===== src/include/xgmii_macros.svh =====
`ifndef XGMII_MACROS_SVH
`define XGMII_MACROS_SVH

////////////////////////////////////////////////////////////
// XGMII character codes
////////////////////////////////////////////////////////////
`define XGMII_IDLE_WORD     64'h0707_0707_0707_0707 // Idle in all eight lanes.
`define XGMII_PREAMBLE_WORD 64'hd555_5555_5555_55fb // Start in lane 0, SFD in lane 7.
`define XGMII_TERM          8'hfd                   // Terminate character.
`define XGMII_IDLE          8'h07                   // Idle character.

////////////////////////////////////////////////////////////
// Lane control patterns, bit n set means lane n is control
////////////////////////////////////////////////////////////
`define CTRL_IDLE           8'b1111_1111
`define CTRL_PREAMBLE       8'b0000_0001 // Only the start lane.
`define CTRL_DATA           8'b0000_0000
`define CTRL_END_ALIGNED    8'b1111_0000 // Terminate in lane 4.
`define CTRL_END_TAIL2      8'b1100_0000 // Terminate in lane 6.

////////////////////////////////////////////////////////////
// Ethernet CRC-32
////////////////////////////////////////////////////////////
`define CRC32_POLY          32'hedb8_8320 // Reflected form of 04C11DB7.
`define CRC32_INIT          32'hffff_ffff

`endif

===== src/verilog/mac_tx_pkg.sv =====
`default_nettype none

package mac_tx_pkg;

  // Frame state, shared by every stage of the transmit pipe.
  typedef enum logic [2:0] {
    idle               = 3'd0,
    send_preamble      = 3'd1,
    send_data          = 3'd2,
    send_end_aligned   = 3'd3,
    send_end_tail2     = 3'd4,
    send_corrupted_crc = 3'd5,
    interframe         = 3'd6
  } tx_state_e;

  // Sequencer output, state with the user word it goes with.
  typedef struct packed {
    tx_state_e   state;
    logic [63:0] word;
  } tx_stage_t;

  // One XGMII word, seen as lanes or as two 32-bit halves.
  typedef union packed {
    logic [7:0][7:0] lane; // Lane 0 is the first byte on the wire.
    struct packed {
      logic [31:0] upper;
      logic [31:0] lower; // Lanes 0 to 3.
    } half;
  } xgmii_word_u;

  // Encoder output, before the CRC is spliced in.
  typedef struct packed {
    tx_state_e   state;
    xgmii_word_u word;
    logic [7:0]  ctrl;
  } encoded_t;

endpackage

`default_nettype wire


===== src/verilog/mac_tx.sv =====
`timescale 1ns/100ps
`default_nettype none

module mac_tx (
  input  wire        tx_clk,
  input  wire        reset,
  input  wire        tx_start,
  input  wire [63:0] tx_data,
  input  wire [7:0]  tx_data_valid,
  output wire        tx_ack,
  output wire [63:0] xgmii_txd,
  output wire [7:0]  xgmii_txc
);

  wire mac_tx_pkg::tx_stage_t stage;
  wire mac_tx_pkg::encoded_t  encoded;
  wire                        crc_restart;
  wire [31:0]                 crc;

  ////////////////////////////////////////////////////////////
  // Transmit pipe
  ////////////////////////////////////////////////////////////
  frame_sequencer u_sequencer (
    .tx_clk        (tx_clk),
    .reset         (reset),
    .tx_start      (tx_start),
    .tx_data       (tx_data),
    .tx_data_valid (tx_data_valid),
    .tx_ack        (tx_ack),
    .stage         (stage),
    .crc_restart   (crc_restart)
  );

  lane_encoder u_encoder (
    .tx_clk  (tx_clk),
    .stage   (stage),
    .encoded (encoded)
  );

  // Runs on the raw user words, two cycles ahead of the encoder.
  crc32_engine u_crc (
    .tx_clk      (tx_clk),
    .crc_restart (crc_restart),
    .data        (tx_data),
    .data_valid  (tx_data_valid),
    .crc         (crc)
  );

  crc_inserter u_inserter (
    .tx_clk    (tx_clk),
    .encoded   (encoded),
    .crc       (crc),
    .xgmii_txd (xgmii_txd),
    .xgmii_txc (xgmii_txc)
  );

endmodule

`default_nettype wire


===== src/verilog/crc_inserter.sv =====
`timescale 1ns/100ps
`default_nettype none

module crc_inserter (
  input  wire                  tx_clk,
  input  wire mac_tx_pkg::encoded_t encoded,
  input  wire  [31:0]          crc,
  output logic [63:0]          xgmii_txd,
  output logic [7:0]           xgmii_txc
);

  mac_tx_pkg::encoded_t    held;    // Waits for the CRC to finish.
  mac_tx_pkg::xgmii_word_u spliced;

  always_ff @(posedge tx_clk) begin
    held <= encoded;
  end

  ////////////////////////////////////////////////////////////
  // CRC splice
  ////////////////////////////////////////////////////////////
  always_comb begin
    spliced = held.word;
    case (held.state)
      mac_tx_pkg::send_end_aligned: begin
        spliced.half.lower = crc;
      end
      mac_tx_pkg::send_corrupted_crc: begin
        spliced.half.lower = {crc[31:1], ~crc[0]}; // Receiver will see a bad FCS.
      end
      mac_tx_pkg::send_end_tail2: begin
        spliced.lane[5:2] = crc; // Shifted past the two tail bytes.
      end
      default: begin
        spliced = held.word;
      end
    endcase
  end

  assign xgmii_txd = spliced;
  assign xgmii_txc = held.ctrl;

endmodule

`default_nettype wire


===== src/verilog/crc32_engine.sv =====
`timescale 1ns/100ps
`default_nettype none
`include "xgmii_macros.svh"

module crc32_engine (
  input  wire         tx_clk,
  input  wire         crc_restart,
  input  wire  [63:0] data,
  input  wire  [7:0]  data_valid,
  output logic [31:0] crc
);

  logic [63:0] data_q;
  logic [7:0]  valid_q;
  logic        restart_q;
  logic [31:0] crc_q;    // Running remainder, not yet inverted.
  logic [31:0] crc_next;

  // One byte through the reflected CRC-32, LSB first.
  function automatic logic [31:0] crc_byte(input logic [31:0] crc_in,
                                           input logic [7:0]  data_byte);
    logic [31:0] c;
    c = crc_in ^ {24'h00_0000, data_byte};
    for (int b = 0; b < 8; b++) begin
      if (c[0]) begin
        c = (c >> 1) ^ `CRC32_POLY;
      end else begin
        c = c >> 1;
      end
    end
    return c;
  endfunction

  ////////////////////////////////////////////////////////////
  // Input register
  ////////////////////////////////////////////////////////////
  always_ff @(posedge tx_clk) begin
    data_q    <= data;
    valid_q   <= data_valid;
    restart_q <= crc_restart; // Lines up with the first data word.
  end

  ////////////////////////////////////////////////////////////
  // 64-bit update, lane 0 first
  ////////////////////////////////////////////////////////////
  always_comb begin
    crc_next = restart_q ? `CRC32_INIT : crc_q;
    for (int i = 0; i < 8; i++) begin
      if (valid_q[i]) begin
        crc_next = crc_byte(crc_next, data_q[8*i +: 8]); // Skip masked lanes.
      end
    end
  end

  always_ff @(posedge tx_clk) begin
    crc_q <= crc_next;
  end

  assign crc = ~crc_q; // Final inversion, byte 0 in bits 7:0.

endmodule

`default_nettype wire


===== src/verilog/lane_encoder.sv =====
`timescale 1ns/100ps
`default_nettype none
`include "xgmii_macros.svh"

module lane_encoder (
  input  wire                   tx_clk,
  input  wire mac_tx_pkg::tx_stage_t stage,
  output mac_tx_pkg::encoded_t  encoded
);

  mac_tx_pkg::xgmii_word_u word_next;
  logic [7:0]              ctrl_next;

  ////////////////////////////////////////////////////////////
  // State to XGMII word and lane control
  ////////////////////////////////////////////////////////////
  always_comb begin
    word_next = stage.word; // Data lanes pass through unless replaced.
    ctrl_next = `CTRL_IDLE;
    case (stage.state)
      mac_tx_pkg::send_preamble: begin
        word_next = `XGMII_PREAMBLE_WORD;
        ctrl_next = `CTRL_PREAMBLE;
      end
      mac_tx_pkg::send_data: begin
        ctrl_next = `CTRL_DATA;
      end
      mac_tx_pkg::send_end_aligned,
      mac_tx_pkg::send_corrupted_crc: begin
        word_next.lane[3:0] = '0;                  // CRC goes here later.
        word_next.lane[4]   = `XGMII_TERM;
        word_next.lane[7:5] = {3{`XGMII_IDLE}};
        ctrl_next           = `CTRL_END_ALIGNED;
      end
      mac_tx_pkg::send_end_tail2: begin
        // Lanes 0 and 1 keep the tail bytes.
        word_next.lane[5:2] = '0;                  // Room for the CRC.
        word_next.lane[6]   = `XGMII_TERM;
        word_next.lane[7]   = `XGMII_IDLE;
        ctrl_next           = `CTRL_END_TAIL2;
      end
      default: begin
        word_next = `XGMII_IDLE_WORD; // Idle, interframe and unused codes.
        ctrl_next = `CTRL_IDLE;
      end
    endcase
  end

  always_ff @(posedge tx_clk) begin
    encoded.state <= stage.state;
    encoded.word  <= word_next;
    encoded.ctrl  <= ctrl_next;
  end

endmodule

`default_nettype wire


===== src/verilog/frame_sequencer.sv =====
`timescale 1ns/100ps
`default_nettype none

module frame_sequencer (
  input  wire                    tx_clk,
  input  wire                    reset,
  input  wire                    tx_start,
  input  wire  [63:0]            tx_data,
  input  wire  [7:0]             tx_data_valid,
  output logic                   tx_ack,
  output mac_tx_pkg::tx_stage_t  stage,
  output logic                   crc_restart
);

  mac_tx_pkg::tx_state_e state;      // Follows the word sampled at the same edge.
  mac_tx_pkg::tx_state_e mask_state; // Where the current mask leads.
  logic                  start_pending;
  logic [63:0]           tx_data_z;

  ////////////////////////////////////////////////////////////
  // Mask decode
  ////////////////////////////////////////////////////////////
  // A full mask keeps the frame going, anything else ends it.
  always_comb begin
    case (tx_data_valid)
      8'b1111_1111: mask_state = mac_tx_pkg::send_data;
      8'b0000_0000: mask_state = mac_tx_pkg::send_end_aligned;
      8'b0000_0011: mask_state = mac_tx_pkg::send_end_tail2;    // Two tail bytes.
      default:      mask_state = mac_tx_pkg::send_corrupted_crc; // Unsupported tail.
    endcase
  end

  ////////////////////////////////////////////////////////////
  // Frame FSM
  ////////////////////////////////////////////////////////////
  always_ff @(posedge tx_clk) begin
    if (reset) begin
      state         <= mac_tx_pkg::idle;
      start_pending <= 1'b0;
      tx_ack        <= 1'b0;
    end else begin
      tx_ack <= 1'b0; // Single-cycle strobe.

      if (tx_start) begin
        start_pending <= 1'b1; // Held until the path is idle.
      end

      case (state)
        mac_tx_pkg::idle: begin
          if (start_pending) begin
            tx_ack        <= 1'b1;
            start_pending <= 1'b0;
            state         <= mac_tx_pkg::send_preamble;
          end
        end
        mac_tx_pkg::send_preamble,
        mac_tx_pkg::send_data: begin
          state <= mask_state; // First word is sampled while in preamble.
        end
        mac_tx_pkg::send_end_aligned,
        mac_tx_pkg::send_end_tail2,
        mac_tx_pkg::send_corrupted_crc: begin
          state <= mac_tx_pkg::interframe;
        end
        mac_tx_pkg::interframe: begin
          state <= mac_tx_pkg::idle;
        end
        default: begin
          state <= mac_tx_pkg::idle;
        end
      endcase
    end
  end

  ////////////////////////////////////////////////////////////
  // Stage register
  ////////////////////////////////////////////////////////////
  always_ff @(posedge tx_clk) begin
    tx_data_z  <= tx_data;   // Pairs the word with its state.
    stage.word <= tx_data_z;
    if (reset) begin
      stage.state <= mac_tx_pkg::idle;
    end else begin
      stage.state <= state;
    end
  end

  // The CRC engine seeds its first data word from this.
  assign crc_restart = (state == mac_tx_pkg::send_preamble);

endmodule

`default_nettype wire


===== config.mk =====
export PLATFORM = sky130hd
export DESIGN_NAME = mac_tx
export DESIGN_NICKNAME = d
export VERILOG_FILES = /design/src/verilog/mac_tx_pkg.sv /design/src/verilog/mac_tx.sv /design/src/verilog/crc_inserter.sv /design/src/verilog/crc32_engine.sv /design/src/verilog/lane_encoder.sv /design/src/verilog/frame_sequencer.sv
export VERILOG_INCLUDE_DIRS = /design/src /design/src/include
export SDC_FILE = /design/constraint.sdc
export NUM_CORES = 1
export LEC_CHECK = 0
export ABC_AREA = 0
export BUFFER_PORTS_ARGS = -buffer_cell sky130_fd_sc_hd__clkbuf_2
export CAP_MARGIN = 20
export CORE_MARGIN = 5
export CORE_UTILIZATION = 55
export CTS_CLUSTER_DIAMETER = 50
export DETAILED_ROUTE_END_ITERATION = 12
export HOLD_SLACK_MARGIN = 0.03
export PLACE_DENSITY = 0.76
export SLEW_MARGIN = 20
export SYNTH_ARGS = -nofsm -noshare
export SYNTH_HDL_FRONTEND = slang
export SYNTH_HIERARCHICAL = 1
export SYNTH_SLANG_ARGS = --single-unit

===== constraint.sdc =====
create_clock -name tx_clk -period 24.2 [get_ports tx_clk]
set_clock_uncertainty 0.05 [all_clocks]
set_input_delay 2.42 -clock tx_clk [delete_from_list [all_inputs] [get_ports tx_clk]]
set_output_delay 2.42 -clock tx_clk [all_outputs]
set_load 0.01 [all_outputs]

==> metrics.md, run 1 <==
| Metric | Value |
|---|---|
| H-tree Lvls | 2 |
| Post CTS Setup Buffer Count | 0 |
| Yosys top cell area share | 34.60% |
| CTS Root Cell | clkbuf_16 |
| # IOs | 148 |
| Clk buf depth | 3 |
| Syn Area/Cell | 10.05 sq um |
| DIE HEIGHT | between 200 and 250 um |
| Synth top area cells | dfxtp_1 35%, xnor2_1 12%, xnor3_1 6.9%, xor2_1 4.9%, mux2i_1 3.6% |
| Row count | 74 |
| Die area | ~0.045 sq mm |
| Crit-path max cell delay | between 0.7 and 0.8 ns |
| Crit path required time | 24.65 ns |
| Pin slew with the least headroom to its limit | roughly 1.1 ns |
| Initial Util | 55.21% |
| Synth top cells by count | 387 x dfxtp_1, 309 x xnor2_1, 167 x nor2_1, 128 x a21oi_1, 124 x xor2_1 |
| Drt initial violations | 1,511 |
| Unrepaired setup endpoints after global routing | no |
| Area Growth Syn to Fin | 9.897% |
| Die width | between 200 and 250 um |
| Status | finished clean |
| Cell type with the largest total area after synthesis | dfxtp_1 |
| Gr usage total | just under 30% |
| Max FO, Critical Path | 70 |
| FF+latch count, synth | about 390 |
| Total core area | 0.04055 sq mm |
| Worst-Skew Late Latency | 0.58 ns |
| Mapped Cells | 2,228 |
| Final nets | 2,365 |
| Fin crit share | 49.28% |
| Startpoint types | flip-flop |
| Wire per inst | about 24 um |
| Synth Flop Type | dfxtp_1 |
| TNS Setup | 0 ns |
| Final Hold Viols | 0 |
| Worst slew margin | 28.98% |
| CTS sink count | 387 |
| Detailed-route wire length | 68,220 um |
| PortBufs | around 150 |
| Hold_buf cts | 0 |
| Max_cap viols | 0 |
| Yosys cell types | 125 |
| Worst-path clk slew | 0.06 ns |
| Pin count of the biggest net entering global routing | 71 |
| Post-synth ARST share | 0% |
| Met1 Wirelength | 28,740 um |
| Vias in the first global route | 16,290 |
| Post-synth EDFFs | 0 |
| Sequential fraction of the synthesis area | about 35% |
| Tmin final | 11.93 ns |
| CP endpoint kind | flip-flop |
| Total gr overflow | 0 |
| Inserted Clock Buffers | 43 |
| Crit path arrival time | 12.37 ns |
| Final core occ | 60.67% |
| Routed vias/inst | 5.851 |
| Initial antenna violation count | 0 |
| TritonCTS clock tree | built |
| Setup CP Type | flip-flop to flip-flop |
| Most frequent cell after synthesis | dfxtp_1 |
| Post-Syn Area | about 0.022 sq mm |
| GP Congestion | 0.9829 |
| Drt drc | 0 |
| Metal2 WL | approximately 31,000 um |
| Final ANT Viol Nets | 0 |
| Final setup vio count | 0 |
| Synth warn | 6 |
| FMAX | 83.85 MHz |
| Layout cells sized above 1 | roughly 17% |
| Reg2reg setup slack | ~12 ns |
| Post-CTS Resized | 0 |
| Wire length on met3 | 4973 um |
| Total number of vias | approximately 17,000 |
| Most frequent CP cell | xnor3_1 |
| Max stage delay cell, worst path | xor2_1 |
| Global-route wire length before repair | 101,300 um |
| Post-synthesis net count | 2,303 |
| Max layer used | met4 |
| Dpl hpwl | approximately 53,000 um |
| HP Class | flip-flop to flip-flop |
| DRT Pass-1 Iters | 5 |
| Fin. max-slew vios | 0 |
[placed cells by master (no fill, tap or decap), types with 42 or more instances in the layout]
cell type,n
inv_1,53
nand2_1,117
clkbuf_16,43
xor2_1,124
xnor3_1,69
clkbuf_2,147
nor2_1,166
a21oi_1,128
mux2i_1,80
nor3_1,42
dfxtp_1,380
xnor2_1,309
o21ai_0,56
[worst max-delay path: cells and delay by family (launching register included)]
family | cells | cell delay [ns]
buf+inv | 2 | 1.29
xor+xnor | 12 | 5.56
mux | 3 | 0.59
compound gates | 7 | 2.02
simple gates | 5 | 1.95
flops | 1 | 0.31
[metal layers]
metal | track usage, % | up-vias
met5 | 0 | -
met4 | 12.31 | 0
met3 | 4.757 | 148
met2 | 47.94 | 696
met1 | 39.90 | 8102
li1 | - | 7764
[final timing paths]
| check | from | end | cells past startpoint |
|---|---|---|---|
| hold reg to reg | u_encoder/encoded[70]$_DFF_P_ | u_inserter/xgmii_txd[62]$_DFF_P_ | 0 |
| setup / recovery | u_crc/restart_q$_DFF_P_ | u_crc/crc_q[21]$_DFF_P_ | 29 |
| hold / removal | u_encoder/encoded[70]$_DFF_P_ | u_inserter/xgmii_txd[62]$_DFF_P_ | 0 |
| setup reg to reg | u_crc/restart_q$_DFF_P_ | u_crc/crc_q[21]$_DFF_P_ | 29 |
[sequential cells by signal, summed over array words and instances (netlist names)]
signal,cells
u_crc/restart_q,1
u_inserter/xgmii_txc,8
u_sequencer/start_pending,1
u_crc/valid_q,8
u_crc/data_q,64
u_sequencer/tx_ack,1
u_crc/crc_q,32
u_sequencer/tx_data_z,64
u_sequencer/state,3
u_inserter/held,51
u_inserter/xgmii_txd,16
u_sequencer/stage,67
u_encoder/encoded,71
[through the flow]
step	worst slack, ns	instances	hold slack [ns]	instance area (sq um)
after CTS	12.43	2855	0.2650	24600
final	12.27	2856	0.2644	24600
after floorplan	15.11	2228	0.2596	22390
after global routing	11.76	2855	0.2721	24600
after global placement	12.63	2777	0.2597	23170
after detailed placement	12.48	2777	0.2621	23170
[cell type report]
cell class,count,area [sq um]
clock buffer,49,1119
clock inverter,29,314.1
sequential,387,7756
tap,532,665.6
multi-input combinational,1636,13660
antenna,1,2.502
timing repair buffer,167,885.9
fill,3505,15950
inverter,55,206.4
[cell families after synthesis]
| logic type | share of synthesized area, % |
|---|---|
| compound gates | 12.91 |
| xor+xnor | 29.40 |
| buf+inv | 4.443 |
| flops | 34.60 |
| mux | 6.466 |
| simple gates | 12.18 |
Power of run 1 is left out: the tool's default activity adds up to more than one toggle a clock period on the data nets, which glitch-free logic cannot reach.
==> inputs of run 2 (changes only) <==
==> constraint.sdc (replaced) <==
create_clock -name tx_clk -period 11.99 [get_ports tx_clk]
set_clock_uncertainty 0.05 [all_clocks]
set_input_delay 1.199 -clock tx_clk [delete_from_list [all_inputs] [get_ports tx_clk]]
set_output_delay 1.199 -clock tx_clk [all_outputs]
set_load 0.01 [all_outputs]
==> run 2 against run 1 <==
Effect of this change:
- sequential share of layout area down 0.16 points
- wire length up 2.8%
- maximum frequency up 5.0%
- worst setup slack worse by 12 ns
- highest routed layer unchanged
- die area unchanged
- count of clock-buffer cells in the layout up 5
- worst hold slack worse by 0.0014 ns
- via count up 0.32%
- final area up 0.51%
- register-to-register slack worse by 12 ns
- global-route usage up 0.81 points
- core utilization up 0.31 points
- largest cell class unchanged
==> metrics.md, run 2 (synthesis gave the netlist of run 1 again) <==
| Metric | Value |
|---|---|
| Total gr overflow | 0 |
| Fin crit share | 94.70% |
| Final Hold Viols | 0 |
| Layout cells sized above 1 | 17.44% |
| Max stage delay cell, worst path | dfxtp_2 |
| Metal2 WL | 32,600 um |
| CTS Root Cell | clkbuf_16 |
| Most flops, register | u_encoder/encoded |
| Initial antenna violation count | 2 |
| Vias in the first global route | between 15,000 and 20,000 |
| Met1 Wirelength | 29,210 um |
| Worst-path clk slew | about 0.060 ns |
| TNS Setup | 0 ns |
| Pin slew with the least headroom to its limit | about 1.1 ns |
| Final ANT Viol Nets | 0 |
| FF/Latch Area | 0.007756 sq mm |
| Routed vias/inst | slightly below 6 |
| Commonest non-fill, non-tap cell in the layout | dfxtp_1 |
| PnR worst setup slack | 0.6355 ns |
| Max layer used | met4 |
| Total core area | 0.04055 sq mm |
| Max_cap viols | 0 |
| Regs by FF count | u_encoder/encoded: 71 flops, u_sequencer/stage: 67 flops |
| Fillers | 3,414 |
| Clk buf depth | 3 |
| Wire per inst | 24.53 um |
| PortBufs | 147 |
| Startpoint types | flip-flop |
| Drt drc | 0 |
| Fin. max-slew vios | 0 |
| TritonCTS clock tree | built |
| GP Congestion | between 0.9 and 1 |
| Initial Util | 55.21% |
| Largest register FFs | 71 |
| Row count | 74 |
| Ant diodes | 0 |
| Crit-path max cell delay | 0.68 ns |
| Area Growth Syn to Fin | 10.46% |
| H-tree Lvls | 2 |
| CP endpoint kind | flip-flop |
| Status | finished clean |
| HP Class | flip-flop to flip-flop |
| DRT Pass-1 Iters | 6 |
| CTS sink count | 387 |
| Worst slew margin | 23.73% |
| Dpl hpwl | 54,950 um |
| Pre-CTS setup slack | 0.4560 ns |
| Pin count of the biggest net entering global routing | 67 |
| Wire length on met3 | 5361 um |
| # IOs | 148 |
| FMAX | 88.07 MHz |
| Worst-Skew Late Latency | between 0.5 and 0.6 ns |
| Hold slack | between 0.2 and 0.3 ns |
| Tmin final | around 11 ns |
| Die area | 0.04484 sq mm |
| Commonest cells after routing, fill and taps aside | 380 x dfxtp_1, 306 x xnor2_1, 166 x nor2_1 |
| Drt initial violations | 1,522 |
| Max FO, Critical Path | 26 |
| Final nets | 2,370 |
| Setup CP Type | flip-flop to flip-flop |
| Total number of vias | 16,760 |
| Gr usage total | 30.51% |
| Multi-input logic area | 0.01369 sq mm |
| Crit path required time | 12.40 ns |
| Global-route wire length before repair | slightly above 100,000 um |
| Die width | approximately 210 um |
| Crit path arrival time | approximately 12 ns |
| Final setup vio count | 0 |
| Detailed-route wire length | 70,150 um |
| Unrepaired setup endpoints after global routing | no |
| Hold_buf cts | 0 |
| Inserted Clock Buffers | 43 |
| DIE HEIGHT | 211.8 um |
==> run 2: cell types whose count changed in the layout (fill, tap and decap cells not counted), moves of 3 or more <==
| cell | previous run | this run |
|---|---|---|
| buf_4 | 20 | 25 |
| clkinvlp_4 | 6 | 1 |
| inv_6 | 8 | 3 |
| xnor2_1 | 309 | 306 |
| xnor2_2 | 20 | 23 |
==> run 2: final cells by class <==
| type | count | share of cell area (%) |
|---|---|---|
| clock buffer | 54 | 4.766 |
| clock inverter | 24 | 1.260 |
| inverter | 55 | 0.8348 |
| multi-input combinational | 1636 | 55.35 |
| sequential | 387 | 31.36 |
| tap | 532 | 2.691 |
| timing repair buffer | 172 | 3.734 |
==> run 2: worst paths after layout <==
path | from | to | slack [ns] | cells past startpoint
worst min register to register | u_encoder/encoded[11]$_DFF_P_ | u_inserter/held[11]$_DFF_P_ | 0.26 | 0
worst min-delay path | u_encoder/encoded[11]$_DFF_P_ | u_inserter/held[11]$_DFF_P_ | 0.26 | 0
worst max-delay path | u_crc/restart_q$_DFF_P_ | u_crc/crc_q[23]$_DFF_P_ | 0.64 | 29
worst max register to register | u_crc/restart_q$_DFF_P_ | u_crc/crc_q[23]$_DFF_P_ | 0.64 | 29
==> run 2: timing repair <==
item / in CTS / in global routing
buffers inserted: 0 / 0
setup endpoints to repair: 0 / 5
gates resized for setup: 0 / 4
==> run 2: layer usage <==
metal	track usage [%]	vias up
li1	-	7778
met1	40.94	8087
met2	50.04	755
met3	4.861	144
met4	11.22	0
met5	0	-
==> run 2: per-stage QoR <==
step / instance area, sq um / instances / util [%]
detailed placement: 23210 / 2782 / 57.23
global placement: 23210 / 2782 / 57.23
finish: 24730 / 2860 / 60.98
global route: 24730 / 2860 / 60.98
CTS: 24700 / 2860 / 60.90
floorplan: 22390 / 2228 / -
==> run 2: critical path: cells and delay by family (launching register included) <==
kind | cells | cell delay (ns)
AOI/OAI and AO/OA | 9 | 2.39
xor gates and xnor gates | 12 | 5.37
buffers and inverters | 2 | 0.72
DFF | 1 | 0.68
muxes | 3 | 0.93
and+or+nand+nor | 3 | 1.10
Power of run 2 is left out for the same reason.
==> inputs of run 3 (changes only) <==
--- a/config.mk
+++ b/config.mk
@@ -10,11 +10,11 @@
 export BUFFER_PORTS_ARGS = -buffer_cell sky130_fd_sc_hd__clkbuf_2
 export CAP_MARGIN = 20
 export CORE_MARGIN = 5
-export CORE_UTILIZATION = 55
+export CORE_UTILIZATION = 62
 export CTS_CLUSTER_DIAMETER = 50
 export DETAILED_ROUTE_END_ITERATION = 12
 export HOLD_SLACK_MARGIN = 0.03
-export PLACE_DENSITY = 0.76
+export PLACE_DENSITY = 0.84
 export SLEW_MARGIN = 20
 export SYNTH_ARGS = -nofsm -noshare
 export SYNTH_HDL_FRONTEND = slang
==> constraint.sdc (replaced) <==
create_clock -name tx_clk -period 11.7 [get_ports tx_clk]
set_clock_uncertainty 0.05 [all_clocks]
set_input_delay 1.17 -clock tx_clk [delete_from_list [all_inputs] [get_ports tx_clk]]
set_output_delay 1.17 -clock tx_clk [all_outputs]
set_load 0.01 [all_outputs]
==> run 3 against run 2 <==
Effect of this change:
- non-clock buffer count increased by 15
- wire length about the same
- sequential cell count unchanged
- critical endpoint is now u_crc/crc_q[20]$_DFF_P_
==> metrics.md, run 3 (synthesis gave the netlist of run 1 again) <==
| Metric | Value |
|---|---|
| Status | finished clean |
| Layout cells sized above 1 | roughly 18% |
| FMAX | 90.46 MHz |
| Row count | between 60 and 70 |
| Worst-Skew Late Latency | 0.58 ns |
| # IOs | 148 |
| Max_cap viols | 0 |
| Startpoint types | flip-flop |
| Pin slew with the least headroom to its limit | 1.099 ns |
| Most flops, register | u_encoder/encoded |
| Final setup vio count | 0 |
| Die area | 0.04001 sq mm |
| Max stage delay cell, worst path | dfxtp_1 |
| Largest register FFs | 71 |
| Post CTS Setup Buffer Count | 0 |
| Crit path arrival time | 11.46 ns |
| Fin crit share | 94.49% |
| Crit-path max cell delay | 0.77 ns |
| Vias in the first global route | 16,170 |
| Gr usage total | 34.27% |
| Unrepaired setup endpoints after global routing | no |
| Tmin final | 11.05 ns |
| Buf/Inv on CP | 0 |
| Ant diodes | 0 |
| Regs by FF count | u_encoder/encoded: 71 flops, u_sequencer/stage: 67 flops |
| Clk buf depth | 3 |
| Area Growth Syn to Fin | 10.28% |
| Inserted Clock Buffers | 43 |
| Commonest cells after routing, fill and taps aside | 380 x dfxtp_1, 309 x xnor2_1, 166 x nor2_1 |
| Drt drc | 0 |
| Fin. max-slew vios | 0 |
| Max FO, Critical Path | 11 |
| Routed vias/inst | 6.054 |
| Setup CP Type | flip-flop to flip-flop |
| DIE HEIGHT | 200.0 um |
| Initial Util | 62.94% |
| GP Congestion | between 1 and 1.5 |
| Drt initial violations | 2,127 |
| Final ANT Viol Nets | 0 |
| Total number of vias | 16,960 |
| PortBufs | 147 |
| CP delay by family, top | XOR/XNOR gates |
| Final core occ | 69.42% |
| Worst-path clk slew | 0.06 ns |
| H-tree Lvls | 2 |
| Crit path required time | 12.11 ns |
| Most frequent CP cell | xnor2_1 |
| Commonest non-fill, non-tap cell in the layout | dfxtp_1 |
| Initial antenna violation count | 1 |
| CP endpoint kind | flip-flop |
| Post-CTS Resized | 0 |
| Pin count of the biggest net entering global routing | 70 |
| Final nets | 2,385 |
| Total gr overflow | 0 |
| Die width | roughly 200 um |
| TNS Setup | 0 ns |
| Dpl hpwl | 54,550 um |
| DRT Pass-1 Iters | 6 |
| Final Hold Viols | 0 |
| Detailed-route wire length | 70,180 um |
| CTS Root Cell | clkbuf_16 |
| Total core area | 0.03557 sq mm |
| CTS sink count | ~390 |
| Wire per inst | 25.05 um |
| Hold_buf cts | 0 |
| Worst slew margin | 26.64% |
| TritonCTS clock tree | built |
| HP Class | flip-flop to flip-flop |
| Global-route wire length before repair | 102,500 um |
run 3: path summary, 6_finish.rpt:
path	from	end	slack [ns]	depth (start not counted)
max	u_crc/crc_q[5]$_DFF_P_	u_crc/crc_q[20]$_DFF_P_	0.65	28
min	u_encoder/encoded[52]$_DFF_P_	u_inserter/held[52]$_DFF_P_	0.27	0
max reg2reg	u_crc/crc_q[5]$_DFF_P_	u_crc/crc_q[20]$_DFF_P_	0.65	28
min reg2reg	u_encoder/encoded[52]$_DFF_P_	u_inserter/held[52]$_DFF_P_	0.27	0
run 3: routing by layer:
layer | up-vias | track usage [%] | share of wire, % | wire length [um]
li1 | 7814 | - | - | -
met1 | 8092 | 46.79 | 41 | 28770
met2 | 898 | 56.03 | 46 | 32540
met3 | 154 | 4.515 | 8.3 | 5812
met4 | 0 | 12.83 | 4.4 | 3063
met5 | - | 0 | 0 | 0
run 3: cell type report:
cell class	instances	area, sq um
Multi-Input combinational cell	1636	13660
Fill cell	2747	10880
Sequential cell	387	7756
Clock buffer	52	1171
Timing Repair Buffer	187	1036
Tap cell	461	576.8
Clock inverter	23	285.3
Inverter	55	206.4
run 3: metrics by stage:
| stage | worst slack, ns | cell area (sq um) | hold slack (ns) | instances |
|---|---|---|---|---|
| floorplan | 2.612 | 22390 | 0.2596 | 2228 |
| global placement | 1.213 | 23230 | 0.2599 | 2726 |
| detailed placement | 0.9550 | 23230 | 0.2621 | 2726 |
| CTS | 0.8780 | 24690 | 0.2705 | 2801 |
| global route | 0.3472 | 24690 | 0.2794 | 2801 |
| finish | 0.6452 | 24690 | 0.2712 | 2801 |
Power of run 3 is left out for the same reason.
